## src/rtl/chess_pkg.sv

```systemverilog
package chess_pkg;

   localparam int PIECE_WIDTH = 4;
   localparam int SQUARE_COUNT = 64;
   localparam int BOARD_WIDTH = PIECE_WIDTH * SQUARE_COUNT;

   // Bit 3 of a square is colour and bits 2:0 the piece type
   typedef logic [PIECE_WIDTH - 1:0] piece_t;

   typedef logic [2:0] piece_type_t;

   // Square s = file + 8 * rank sits at bits 4s+3 down to 4s
   typedef logic [BOARD_WIDTH - 1:0] board_t;

   typedef logic [SQUARE_COUNT - 1:0] square_mask_t;

   localparam piece_t EMPTY_POSN = 4'b0000;
   localparam piece_t BLACK_BIT = 4'b1000;

   // Piece types shared by both colours
   // Type 6 is the king, which carries no material value
   localparam piece_type_t PAWN = 3'd1;
   localparam piece_type_t KNIGHT = 3'd2;
   localparam piece_type_t BISHOP = 3'd3;
   localparam piece_type_t ROOK = 3'd4;
   localparam piece_type_t QUEEN = 3'd5;

endpackage

```

## src/rtl/eval_pkg.sv

```systemverilog
package eval_pkg;

   localparam int EVAL_WIDTH = 16;

   // Signed score from white's view
   typedef logic signed [EVAL_WIDTH - 1:0] eval_t;

   // Blend products need headroom for phase and scale factors
   localparam int SCORE_WIDTH = 48;
   typedef logic signed [SCORE_WIDTH - 1:0] score_t;

   // Phase is the capped occupied square count
   typedef logic [6:0] phase_t;

   // Indexed by piece type in the order empty, P, N, B, R, Q, K, unused
   localparam int PIECE_MG [8] = '{0, 82, 337, 365, 477, 1025, 0, 0};
   localparam int PIECE_EG [8] = '{0, 94, 281, 297, 512, 936, 0, 0};

   // Per extra pawn on a file
   localparam int DOUBLED_MG = 11;
   localparam int DOUBLED_EG = 56;

   // Per pawn with no friendly pawn on either neighbour file
   localparam int ISOLATED_MG = 5;
   localparam int ISOLATED_EG = 15;

   localparam phase_t PHASE_MAX = 7'd62;

   // Division by PHASE_MAX done as multiply then shift-sized divide
   localparam int PHASE_SCALE = 16912;      // 1048576 / 62
   localparam int PHASE_SHIFT_DIV = 1048576;

   // Cycles for the blend pipeline to settle after both terms are valid
   localparam int LATENCY_COUNT = 6;

   typedef enum logic [1:0]
   {
      idle,
      wait_eval,
      wait_latency,
      wait_clear
   } eval_state_t;

endpackage

```

## src/rtl/eval_term_if.sv

```systemverilog
interface eval_term_if
   import chess_pkg::*, eval_pkg::*;
();

   logic   start;    // High while the board is frozen
   board_t board;
   eval_t  mg;
   eval_t  eg;
   logic   valid;    // Held until start falls

   modport evaluator
   (
      input  start, board,
      output mg, eg, valid
   );

   modport collector
   (
      output start, board,
      input  mg, eg, valid
   );

endinterface

```

## src/rtl/evaluate_pawns.sv

```systemverilog
module evaluate_pawns
   import chess_pkg::*, eval_pkg::*;
(
   input  logic           clk,
   input  logic           reset,
   eval_term_if.evaluator term
);

   logic [3:0] white_on_file [8];
   logic [3:0] black_on_file [8];
   logic [2:0] file;
   logic       files_done;
   eval_t      acc_mg;
   eval_t      acc_eg;
   int         file_mg;
   int         file_eg;

   // Pawn counts per file from a board that is static while start is high
   always_comb
   begin
      piece_t sq;

      for (int f = 0; f < 8; f++)
      begin
         white_on_file[f] = '0;
         black_on_file[f] = '0;
         for (int r = 0; r < 8; r++)
         begin
            sq = term.board[(f + 8 * r) * PIECE_WIDTH +: PIECE_WIDTH];
            if (sq[2:0] == PAWN)
            begin
               if (|(sq & BLACK_BIT))
                  black_on_file[f] = black_on_file[f] + 4'd1;
               else
                  white_on_file[f] = white_on_file[f] + 4'd1;
            end
         end
      end
   end

   // Penalty of the current file as black minus white
   always_comb
   begin
      logic [3:0] w_here, b_here, w_near, b_near;
      int         doubled_net, isolated_net;

      w_here = white_on_file[file];
      b_here = black_on_file[file];
      w_near = ((file == 3'd0) ? 4'd0 : white_on_file[file - 3'd1])
             | ((file == 3'd7) ? 4'd0 : white_on_file[file + 3'd1]);
      b_near = ((file == 3'd0) ? 4'd0 : black_on_file[file - 3'd1])
             | ((file == 3'd7) ? 4'd0 : black_on_file[file + 3'd1]);
      doubled_net = ((b_here == 4'd0) ? 0 : int'(b_here) - 1)
                  - ((w_here == 4'd0) ? 0 : int'(w_here) - 1);
      isolated_net = ((b_near == 4'd0) ? int'(b_here) : 0)
                   - ((w_near == 4'd0) ? int'(w_here) : 0);
      file_mg = doubled_net * DOUBLED_MG + isolated_net * ISOLATED_MG;
      file_eg = doubled_net * DOUBLED_EG + isolated_net * ISOLATED_EG;
   end

   always_ff @(posedge clk)
   begin
      if (reset || !term.start)
      begin
         file <= '0;
         files_done <= 1'b0;
         acc_mg <= '0;
         acc_eg <= '0;
         term.valid <= 1'b0;
      end
      else if (!files_done)
      begin
         acc_mg <= acc_mg + eval_t'(file_mg);
         acc_eg <= acc_eg + eval_t'(file_eg);
         file <= file + 3'd1;
         files_done <= (file == 3'd7);
      end
      else
         term.valid <= 1'b1;   // Sum cycle after file h
   end

   always_ff @(posedge clk)
   begin
      if (term.start && files_done && !term.valid)
      begin
         term.mg <= acc_mg;
         term.eg <= acc_eg;
      end
   end

endmodule

```

## src/flat_wrapper.sv

```systemverilog
// flat-port wrapper written by rule: the top's interface ports become plain ports
module evaluate_pawns_flat import chess_pkg::*, eval_pkg::*;
  (clk, reset, term_start, term_board, term_mg, term_eg, term_valid);
  eval_term_if term_i ();
  input  logic clk;
  input  logic reset;
  input wire logic [$bits(term_i.start)-1:0] term_start;
  input wire logic [$bits(term_i.board)-1:0] term_board;
  output wire logic [$bits(term_i.mg)-1:0] term_mg;
  output wire logic [$bits(term_i.eg)-1:0] term_eg;
  output wire logic [$bits(term_i.valid)-1:0] term_valid;
  assign term_i.start = term_start;
  assign term_i.board = term_board;
  assign term_mg = term_i.mg;
  assign term_eg = term_i.eg;
  assign term_valid = term_i.valid;
  evaluate_pawns u_core (.clk(clk), .reset(reset), .term(term_i));
endmodule
```

## config.mk

```make
export PLATFORM = sky130hd
export DESIGN_NAME = evaluate_pawns_flat
export DESIGN_NICKNAME = d
export VERILOG_FILES = /design/src/rtl/chess_pkg.sv /design/src/rtl/eval_pkg.sv /design/src/rtl/eval_term_if.sv /design/src/rtl/evaluate_pawns.sv /design/src/flat_wrapper.sv
export SDC_FILE = /design/constraint.sdc
export NUM_CORES = 1
export LEC_CHECK = 0
export BUFFER_PORTS_ARGS = -buffer_cell sky130_fd_sc_hd__buf_2
export CAP_MARGIN = 20
export CORE_MARGIN = 5
export CORE_UTILIZATION = 54
export DETAILED_ROUTE_END_ITERATION = 8
export GPL_ROUTABILITY_DRIVEN = 1
export PLACE_DENSITY_LB_ADDON = 0.25
export SYNTH_ARGS = -nofsm -noshare
export SYNTH_HDL_FRONTEND = slang
export SYNTH_SLANG_ARGS = --single-unit
```

## constraint.sdc

```tcl
create_clock -name clk -period 14.2 [get_ports clk]
set_input_delay 2.84 -clock clk [delete_from_list [all_inputs] [get_ports clk]]
set_output_delay 2.84 -clock clk [all_outputs]
set_load 0.02 [all_outputs]
```

==> reports/metrics.csv <==
stage,metric,value,unit
run_status,outcome,"finished, violations left",
run_status,violations,negative setup slack,
global_route,grt_overflow,0,
cts,cts_root_buf,clkbuf_16,
global_route,grt_max_degree,44,
yosys,synthArstFlopShare,0,%
route,wl_per_cell,17.6,um
yosys,seq_area_frac_synth,8.06,%
timing,slew_headroom,23.5,%
global_route,grt_pass1_wl,104000,um
floorplanning,io_pins,292,
placement,gp_congestion,0.968,
worst_setup_path,crit_path_max_fanout,4,
route,vias,22600,
timing,finalSetupViolCount,1,
floorplanning,core,0.0386,mm2
final_layout,fin_util,74.0,%
floorplanning,start_util,54.6,%
final_layout,layout_commonest_cell,buf_4,
cts,cts_buffers,9,
final_layout,fin_area,0.0286,mm2
yosys,synth_ff_type,dfxtp_1,
yosys,syn_avg_cell_area,8.20,um2
cts,clk_latency,0.36,ns
timing,fin_crit,14.45,ns
global_route,antenna_found_initial,3,
run,cap_viol_max_count,0,
floorplanning,die_area,0.0432,mm2
final_layout,final_layout_size_suffix_gt1_share,33.9,%
cts,cts.path.max_buffers,2,
timing,finalClockSkew,0.0124,ns
cts,cts_tree,built,
floorplanning,dieHeight,208,um
cts,h-tree-depth,3,
floorplanning,core.rowCount,72,
global_route,grtUsageTotal,27.9,%
yosys,synth_area_leaders,"ha_1 13%, fa_1 11%, xnor2_1 8.0%",
placement,dpl.hpwl,52800,um
worst_setup_path,crit_required,14.45,ns
worst_setup_path,cp-end-kind,register,
route,drtPass1Iterations,5,
worst_setup_path,cpMostUsedCell,ha_4,
yosys,syn_area,0.0211,mm2
route,viasPerCell,5.89,
worst_setup_path,worst_setup_path_start_kind,input port,
worst_hold_path,hold_path.class,reg2reg,
route,ant_nets,0,
final_layout,area_growth,35.5,%
placement,place_inst,3780,
worst_setup_path,slowest_stage,fa_2,
floorplanning,die_w,208,um
yosys,synth_cells,2575,
route,postRouteWirelength,67400,um
timing,fin_ws,-0.252,ns
timing,worst_pin_slew,1.13,ns
placement,dpl_cell_area,0.0267,mm2
timing,hold_viol_final,0,
cts,clkSinkCount,69,
worst_setup_path,worstPathArrival,14.70,ns
yosys,yosysTopAreaCellShare,12.7,%
yosys,yosysUniqueCellTypes,99,
cts,cts.clk_slew.worst_paths,0.06,ns
placement,portBuffers,291,
route,drtIter0Drc,1474,
timing,fmax,69.2,MHz
global_route,grt_pass1_vias,22300,
cts,cts_hold_buffers,0,
yosys,synth_top_area_cell,ha_1,
final_layout,layout_common_cells,"506 x buf_4, 292 x buf_2, 267 x nand2_1",
route,drcViolationCount,0,
worst_setup_path,path_class,in2reg,
timing,rsz0062_at_grt,yes,
timing,period_share,102,%
final_layout,fin_cells,3842,
yosys,synth_edf_count,32,
final_layout,nets,3903,
yosys,synth_warnings,0,
worst_setup_path,slowest_delay,0.63,ns
yosys,ys_ff_latch,69,
timing,drv_slew,0,
==> state kept, by name (all words and copies together) (netlist names) <==
signal,flops
u_core.acc_eg,16
u_core.term.mg,16
u_core.files_done,1
u_core.file,3
u_core.term.eg,16
u_core.acc_mg,16
u_core.term.valid,1
==> area by class of cell <==
type | count | area [um2]
Antenna cell | 2 | 5.00
Clock buffer | 9 | 225
Clock inverter | 7 | 73.8
Fill cell | 2882 | 10000
Inverter | 247 | 933
Multi-Input combinational cell | 2187 | 19700
Sequential cell | 69 | 1700
Tap cell | 518 | 648
Timing Repair Buffer | 803 | 5320
==> final timing paths <==
| kind | start | endpoint | cells after the start | slack (ns) |
|---|---|---|---|---|
| hold / removal | u_core.acc_mg[3]$_SDFFE_PP0N_ | u_core.term.mg[3]$_DFFE_PP_ | 0 | 0.43 |
| setup / recovery | term_board[14] | u_core.acc_eg[14]$_SDFFE_PP0N_ | 59 | -0.25 |
| hold reg to reg | u_core.acc_mg[3]$_SDFFE_PP0N_ | u_core.term.mg[3]$_DFFE_PP_ | 0 | 0.43 |
| setup reg to reg | u_core.file[1]$_SDFFE_PP0N_ | u_core.acc_eg[14]$_SDFFE_PP0N_ | 32 | 3.95 |
==> Yosys cell counts, drive strengths merged (56+ instances only) <==
| library cell | count |
|---|---|
| inv | 246 |
| a21oi | 110 |
| xnor2 | 195 |
| nor4b | 56 |
| mux2i | 58 |
| nand3 | 66 |
| nand2 | 269 |
| nor2 | 134 |
| clkbuf | 63 |
| fa | 112 |
| xor2 | 73 |
| o21ai | 92 |
| ha | 215 |
==> per-layer routing <==
metal	routed length, um	vias to the layer above	track usage, %
li1	-	10900	-
met1	27700	10900	34.3
met2	34700	708	51.7
met3	3480	140	3.29
met4	1510	2	7.27
met5	11	-	0
==> through the flow <==
| stage | TNS (ns) | hold WS [ns] | setup slack (ns) |
|---|---|---|---|
| after global placement | -1.48 | 0.423 | -0.341 |
| after floorplan | 0 | 0.408 | 0.0301 |
| after CTS | -0.0360 | 0.443 | -0.0360 |
| final | -0.252 | 0.434 | -0.252 |
| after detailed placement | -4.97 | 0.429 | -0.815 |
| after global routing | -1.57 | 0.450 | -0.491 |
==> critical path, delay by kind of cell <==
family                     cells  cell delay, ns
adders and majority gates     17            5.94
buffers and inverters         12            1.01
AOI/OAI and AO/OA             20            2.93
and+or+nand+nor                7            1.48
xor gates and xnor gates       1            0.17
muxes                          2            0.31
==> kinds of logic after synthesis <==
kind of cell	share of synthesized area, %
adders and majority gates	23.5
buffers and inverters	5.73
other	0.0356
and+or+nand+nor	25.9
xor gates and xnor gates	14.8
DFF	8.06
AOI/OAI and AO/OA	17.6
muxes	4.32
==> repair_timing <==
item / 4_1_cts / 5_1_grt
setup buffers: 5 / 36
pin swaps: 20 / 118
setup endpoints to repair: 6 / 15
resized for setup: 40 / 208
Power is left out: the tool's default activity adds up to more than one toggle a clock period on the data nets, which glitch-free logic cannot reach.
