File: src/rtl/chess_pkg.sv
package chess_pkg;

   localparam int PIECE_WIDTH = 4;
   localparam int SQUARE_COUNT = 64;
   localparam int BOARD_WIDTH = PIECE_WIDTH * SQUARE_COUNT;

   // Bit 3 of a square is colour and bits 2:0 the piece type
   typedef logic [PIECE_WIDTH - 1:0] piece_t;

   typedef logic [2:0] piece_type_t;

   // Square s = file + 8 * rank sits at bits 4s+3 down to 4s
   typedef logic [BOARD_WIDTH - 1:0] board_t;

   typedef logic [SQUARE_COUNT - 1:0] square_mask_t;

   localparam piece_t EMPTY_POSN = 4'b0000;
   localparam piece_t BLACK_BIT = 4'b1000;

   // Piece types shared by both colours
   // Type 6 is the king, which carries no material value
   localparam piece_type_t PAWN = 3'd1;
   localparam piece_type_t KNIGHT = 3'd2;
   localparam piece_type_t BISHOP = 3'd3;
   localparam piece_type_t ROOK = 3'd4;
   localparam piece_type_t QUEEN = 3'd5;

endpackage

File: src/rtl/popcount.sv
module popcount
   import chess_pkg::*;
(
   input  logic         clk,
   input  logic         reset,
   input  square_mask_t x0,
   output logic [6:0]   population
);

   logic [3:0] byte_count [8];
   logic [4:0] pair_count [4];
   logic [5:0] half_count [2];

   always_comb
   begin
      for (int b = 0; b < 8; b++)
      begin
         byte_count[b] = '0;
         for (int i = 0; i < 8; i++)
            byte_count[b] = byte_count[b] + 4'(x0[8 * b + i]);
      end
      for (int p = 0; p < 4; p++)
         pair_count[p] = 5'(byte_count[2 * p]) + 5'(byte_count[2 * p + 1]);
      for (int h = 0; h < 2; h++)
         half_count[h] = 6'(pair_count[2 * h]) + 6'(pair_count[2 * h + 1]);
   end

   always_ff @(posedge clk)
   begin
      if (reset)
         population <= '0;
      else
         population <= 7'(half_count[0]) + 7'(half_count[1]);
   end

endmodule

File: config.mk
export PLATFORM = sky130hd
export DESIGN_NAME = popcount
export DESIGN_NICKNAME = d
export VERILOG_FILES = /design/src/rtl/chess_pkg.sv /design/src/rtl/popcount.sv
export SDC_FILE = /design/constraint.sdc
export NUM_CORES = 1
export LEC_CHECK = 0
export BUFFER_PORTS_ARGS = -buffer_cell sky130_fd_sc_hd__buf_4
export CAP_MARGIN = 20
export CORE_ASPECT_RATIO = 0.75
export CORE_MARGIN = 4
export CORE_UTILIZATION = 46
export CTS_CLUSTER_SIZE = 24
export DETAILED_ROUTE_END_ITERATION = 7
export HOLD_SLACK_MARGIN = 0.08
export PLACE_DENSITY = 0.79
export SYNTH_ARGS = -nofsm -noshare
export SYNTH_HDL_FRONTEND = slang
export SYNTH_SLANG_ARGS = --single-unit
File: constraint.sdc
create_clock -name clk -period 6.1 [get_ports clk]
set_input_delay 0.305 -clock clk [delete_from_list [all_inputs] [get_ports clk]]
set_output_delay 0.305 -clock clk [all_outputs]
set_load 0.005 [all_outputs]
==> results.md, run 1 <==
- Status: finished, final reports clean
- TritonCTS clock tree: done
- GRT Residual Overflow: 0
- CTS root buffer: clkbuf_8
- Most flops, register: population
- DIE WIDTH: 82.2 um
- Area occupied by multi-input gates: 1430 um2
- Routed Antenna Nets: 0
- Largest family of logic cells by synthesized area: adder cells
- Layout cell share with drive strength beyond 1: 0.292
- Layout Area Growth over Synthesis: 33.7%
- Commonest non-fill, non-tap cell in the layout: inv_1
- I/O Buffers: 72
- HPWL Detailed: 3240 um
- Fin cells: 312
- Fillers: 306
- Max frequency: 172 MHz
- TritonCTS buffer count: 3
- Post-synthesis async set-or-reset flop share: 0
- Clk buf depth: 2
- Final hold slack: 0.321 ns
- Vias: 1336
- Synthesized Nets: 320
- Crit path max fanout: 3
- Post-Synth Adder-Cell Area: 0.668
- Simple-gate share of the synthesized area: 0.0402
- FF/Latch Area: 140 um2
- Compound-cell area share of the yosys netlist: 0.0409
- Clock transition at path regs: 0.04 ns
- Synth unique cells: 22
- 1st-iter DRT viols: 17
- Worst EP required: 6.21 ns
- Largest net degree at the start of global routing: 11
- Pins Over Slew Limit: 0
- Ys flop type: dfxtp_1
- Post-CTS Resized: 0
- Final Hold Viols: 0
- Most frequent cells in the layout: inv_1, buf_4, fa_1
- Global-route wire length before repair: 5390 um
- CTS sink count: 7
- H-tree depth: 1
- Max_cap viols: 0
- Fin nets: 396
- Rel. slew slack: 0.792
- Worst slew pin tran: 0.310 ns
- RSZ-0062 raised after global routing: no
- Routed Wire Length: 3200 um
- CP Capture Type: flop
- WL/cell: 10.3 um
- Largest regs: population x7
- Max reg flops: 7
- Postcts setup bufs: 0
- Via density: 4.28
- Min Tclk post-route: 5.82 ns
- Post-Synthesis Cells: 185
- Number of I/O pins: 73
- GRT Total Usage: 0.132
- Post-route DRC: 0
- Initial Utilization: 0.499
- Final GP Congestion: 0.764
- Initial DRT Pass Iterations: 4
- # setup viols final: 0
- Yosys warns: 0
- Cts hold-fix bufs: 0
- Full die area: 5230 um2
- Final cycle utilization of the critical path: 0.954
- Site Rows: 19
- Register bit total from synthesis: 7
- DP Cell Count: 308
- Post-synth design cell area: 1900 um2
- Number of antenna diodes: 0
- Startpoint types: input port
- Core area: 3800 um2
- EDFF count, synth: 0
- Post-Syn Area per Cell: 10.3 um2
- Xor/xnor share of the synthesized area: 0.00461
- Sequential share of the synthesized area: 0.0738
- Kind of critical path: input port to flop
- Setup TNS: 0 ns
- Proportion of synthesized area in mux cells: 0
- Min-Delay Path Class: input port to flop
- Vias in the first global route: 1391
- Initial antenna violation count: 0
- Die Y: 63.6 um
- Arr. time, crit path: 5.93 ns
==> routing by layer <==
layer  vias up  global-route usage  wire, um
met5         -                   0         0
met4         0              0.0249        23
met3         5              0.0370       333
met2        63               0.219      1580
met1       607               0.173      1270
li1        661                   -         -
==> critical path, stage by stage <==
cell and delay, ns:
buf_4 0.11, fa_1 0.53, inv_1 0.06, fa_1 0.51
inv_1 0.05, fa_1 0.47, inv_1 0.05, fa_1 0.48
inv_1 0.05, fa_1 0.48, inv_1 0.05, fa_1 0.49
fa_1 0.42, fa_1 0.49, inv_1 0.04, ha_1 0.21
fa_1 0.41, a21o_1 0.21, a31o_2 0.25, o311a_1 0.27
==> metrics by stage <==
step / setup slack [ns] / util / area, um2
after CTS: 0.251 / 0.667 / 2540
after global routing: 0.134 / 0.667 / 2540
after global placement: 0.0969 / 0.655 / 2490
after floorplan: 0.327 / - / 1900
after detailed placement: 0.0294 / 0.655 / 2490
final: 0.280 / 0.667 / 2540
==> kinds of logic after synthesis <==
logic type | after synthesis
simple gates | 13
flops | 7
xor+xnor | 1
compound gates | 10
buf+inv | 85
fa+ha+maj | 69
==> final timing paths <==
kind / from / to / slack [ns] / cells past startpoint
setup / recovery: x0[53] / population[6]$_SDFF_PP0_ / 0.28 / 20
hold / removal: reset / population[2]$_SDFF_PP0_ / 0.32 / 2
==> layout make-up <==
| type | count | share of cell area |
|---|---|---|
| clock buffer | 4 | 0.0178 |
| inverter | 84 | 0.124 |
| multi-input combinational | 93 | 0.564 |
| sequential | 7 | 0.0552 |
| tap | 52 | 0.0256 |
| timing repair buffer | 72 | 0.213 |
==> cell usage after synthesis (2+ instances only) <==
cell type  instances  area share
a21o_1             2      0.0079
ha_1              15       0.099
inv_1             84        0.17
nor2_1             2      0.0040
a211oi_1           3       0.012
nor3_1             2      0.0053
or4_1              2      0.0079
dfxtp_1            7       0.074
fa_1              54        0.57
nor2b_1            2      0.0066
Power of run 1 is left out: the tool's default activity adds up to more than one toggle a clock period on the data nets, which glitch-free logic cannot reach.
==> inputs of run 2 (changes only) <==
--- a/config.mk
+++ b/config.mk
@@ -13,7 +13,7 @@
 export CTS_CLUSTER_SIZE = 24
 export DETAILED_ROUTE_END_ITERATION = 7
 export HOLD_SLACK_MARGIN = 0.08
-export PLACE_DENSITY = 0.79
+export PLACE_DENSITY = 0.86
 export SYNTH_ARGS = -nofsm -noshare
 export SYNTH_HDL_FRONTEND = slang
 export SYNTH_SLANG_ARGS = --single-unit
==> results.md, run 2 (synthesis gave the netlist of run 1 again) <==
- Status: finished, final reports clean (unchanged)
- Startpoint types: input port (unchanged)
- TritonCTS clock tree: done (unchanged)
- Worst EP required: 6.21 ns (about the same)
- Rel. slew slack: 0.821 (was 0.792)
- Initial Utilization: 0.499 (unchanged)
- Largest net degree at the start of global routing: 11 (unchanged)
- DIE WIDTH: 82.2 um (unchanged)
- Clk buf depth: 2 (unchanged)
- Max frequency: 172 MHz (about the same)
- # setup viols final: 0 (unchanged)
- TritonCTS buffer count: 3 (unchanged)
- WL/cell: 10.7 um (was 10.3 um)
- H-tree depth: 1 (unchanged)
- DP Cell Count: 308 (unchanged)
- Cts hold-fix bufs: 0 (unchanged)
- Site Rows: 19 (unchanged)
- Kind of critical path: input port to flop (unchanged)
- 1st-iter DRT viols: 22 (was 17)
- Commonest non-fill, non-tap cell in the layout: inv_1 (unchanged)
- CTS sink count: 7 (unchanged)
- Worst slew pin tran: 0.267 ns (was 0.310 ns)
- Most frequent cells in the layout: inv_1, buf_4, fa_1 (unchanged)
- Final cycle utilization of the critical path: 0.954 (about the same)
- Layout Utilization: 0.667 (unchanged)
- Min-Delay Path Class: input port to flop (unchanged)
- Fillers: 314 (was 306)
- Final GP Congestion: 0.757 (was 0.764)
- Die Y: 63.6 um (unchanged)
- GRT Residual Overflow: 0 (unchanged)
- CTS root buffer: clkbuf_8 (unchanged)
- Layout cell share with drive strength beyond 1: 0.292 (unchanged)
- Full die area: 5230 um2 (unchanged)
- GRT Total Usage: 0.145 (was 0.132)
- HPWL Detailed: 3310 um (was 3240 um)
- Fin nets: 396 (unchanged)
- Number of antenna diodes: 0 (unchanged)
- Initial antenna violation count: 0 (unchanged)
- Min Tclk post-route: 5.82 ns (about the same)
- Pre-CTS setup slack: 0.0198 ns (was 0.0294 ns)
- Layout Area Growth over Synthesis: 33.7% (unchanged)
- Initial DRT Pass Iterations: 3 (was 4)
- Final Worst Setup Slack: 0.279 ns (was 0.280 ns)
- Setup crit end: population[6]$_SDFF_PP0_ (unchanged)
- Crit path max fanout: 3 (unchanged)
- Post-CTS Resized: 0 (unchanged)
- Vias in the first global route: 1486 (was 1391)
- Global-route wire length before repair: 5870 um (was 5390 um)
- CP startpoint: x0[53] (unchanged)
- Vias: 1339 (was 1336)
- Setup TNS: 0 ns (unchanged)
- Routed Antenna Nets: 0 (unchanged)
- Fin cells: 312 (unchanged)
- Most flops, register: population (unchanged)
- I/O Buffers: 72 (unchanged)
- Core area: 3800 um2 (unchanged)
- Max reg flops: 7 (unchanged)
- Clock transition at path regs: 0.04 ns (about the same)
- CP Capture Type: flop (unchanged)
- Max_cap viols: 0 (unchanged)
- Postcts setup bufs: 0 (unchanged)
- Pins Over Slew Limit: 0 (unchanged)
- Final Hold Viols: 0 (unchanged)
- Number of I/O pins: 73 (unchanged)
- Largest regs: population x7 (unchanged)
- Arr. time, crit path: 5.93 ns (about the same)
- Routed Wire Length: 3330 um (was 3200 um)
- RSZ-0062 raised after global routing: no (unchanged)
- Post-route DRC: 0 (unchanged)
- Via density: 4.29 (was 4.28)
==> run 2: cell counts in the layout (fill, tap and decap cells not counted) <==
Identical to the previous run, type by type.
==> run 2: how the worst min path moves through the flow <==
stage | startpoint | to | slack [ns] | cells past startpoint
final | reset | population[0]$_SDFF_PP0_ | 0.31 | 2
after global routing | reset | population[1]$_SDFF_PP0_ | 0.31 | 2
after CTS | reset | population[0]$_SDFF_PP0_ | 0.30 | 2
after detailed placement | reset | population[0]$_SDFF_PP0_ | 0.54 | 2
after global placement | reset | population[0]$_SDFF_PP0_ | 0.54 | 2
after floorplan | reset | population[2]$_SDFF_PP0_ | 0.49 | 2
==> run 2: cell type report <==
| class | count | area (um2) | share of cell area |
|---|---|---|---|
| Multi-Input combinational cell | 93 | 1430 | 0.564 |
| Timing Repair Buffer | 72 | 541 | 0.213 |
| Inverter | 84 | 315 | 0.124 |
| Sequential cell | 7 | 140 | 0.0552 |
| Tap cell | 52 | 65.1 | 0.0256 |
| Clock buffer | 4 | 45.0 | 0.0178 |
==> run 2: per-layer routing <==
metal / share of wire / vias up / routed length, um / GRT usage
met5: 0 / - / 0 / 0
met3: 0.11 / 2 / 353 / 0.0456
li1: - / 664 / - / -
met1: 0.38 / 619 / 1250 / 0.183
met2: 0.51 / 54 / 1700 / 0.241
met4: 0.0069 / 0 / 23 / 0.0311
==> run 2: critical path: stages <==
cell and delay [ns]:
buf_4 0.11, fa_1 0.53, inv_1 0.06, fa_1 0.50, inv_1 0.05, fa_1 0.47, inv_1 0.05, fa_1 0.48
inv_1 0.05, fa_1 0.47, inv_1 0.05, fa_1 0.49, fa_1 0.42, fa_1 0.50, inv_1 0.04, ha_1 0.22
fa_1 0.41, a21o_1 0.21, a31o_2 0.25, o311a_1 0.28
==> run 2: stage by stage <==
stage	instance area, um2	hold WS [ns]
floorplan	1900	0.490
global placement	2490	0.538
detailed placement	2490	0.542
CTS	2540	0.302
global route	2540	0.310
finish	2540	0.310
Power of run 2 is left out for the same reason.
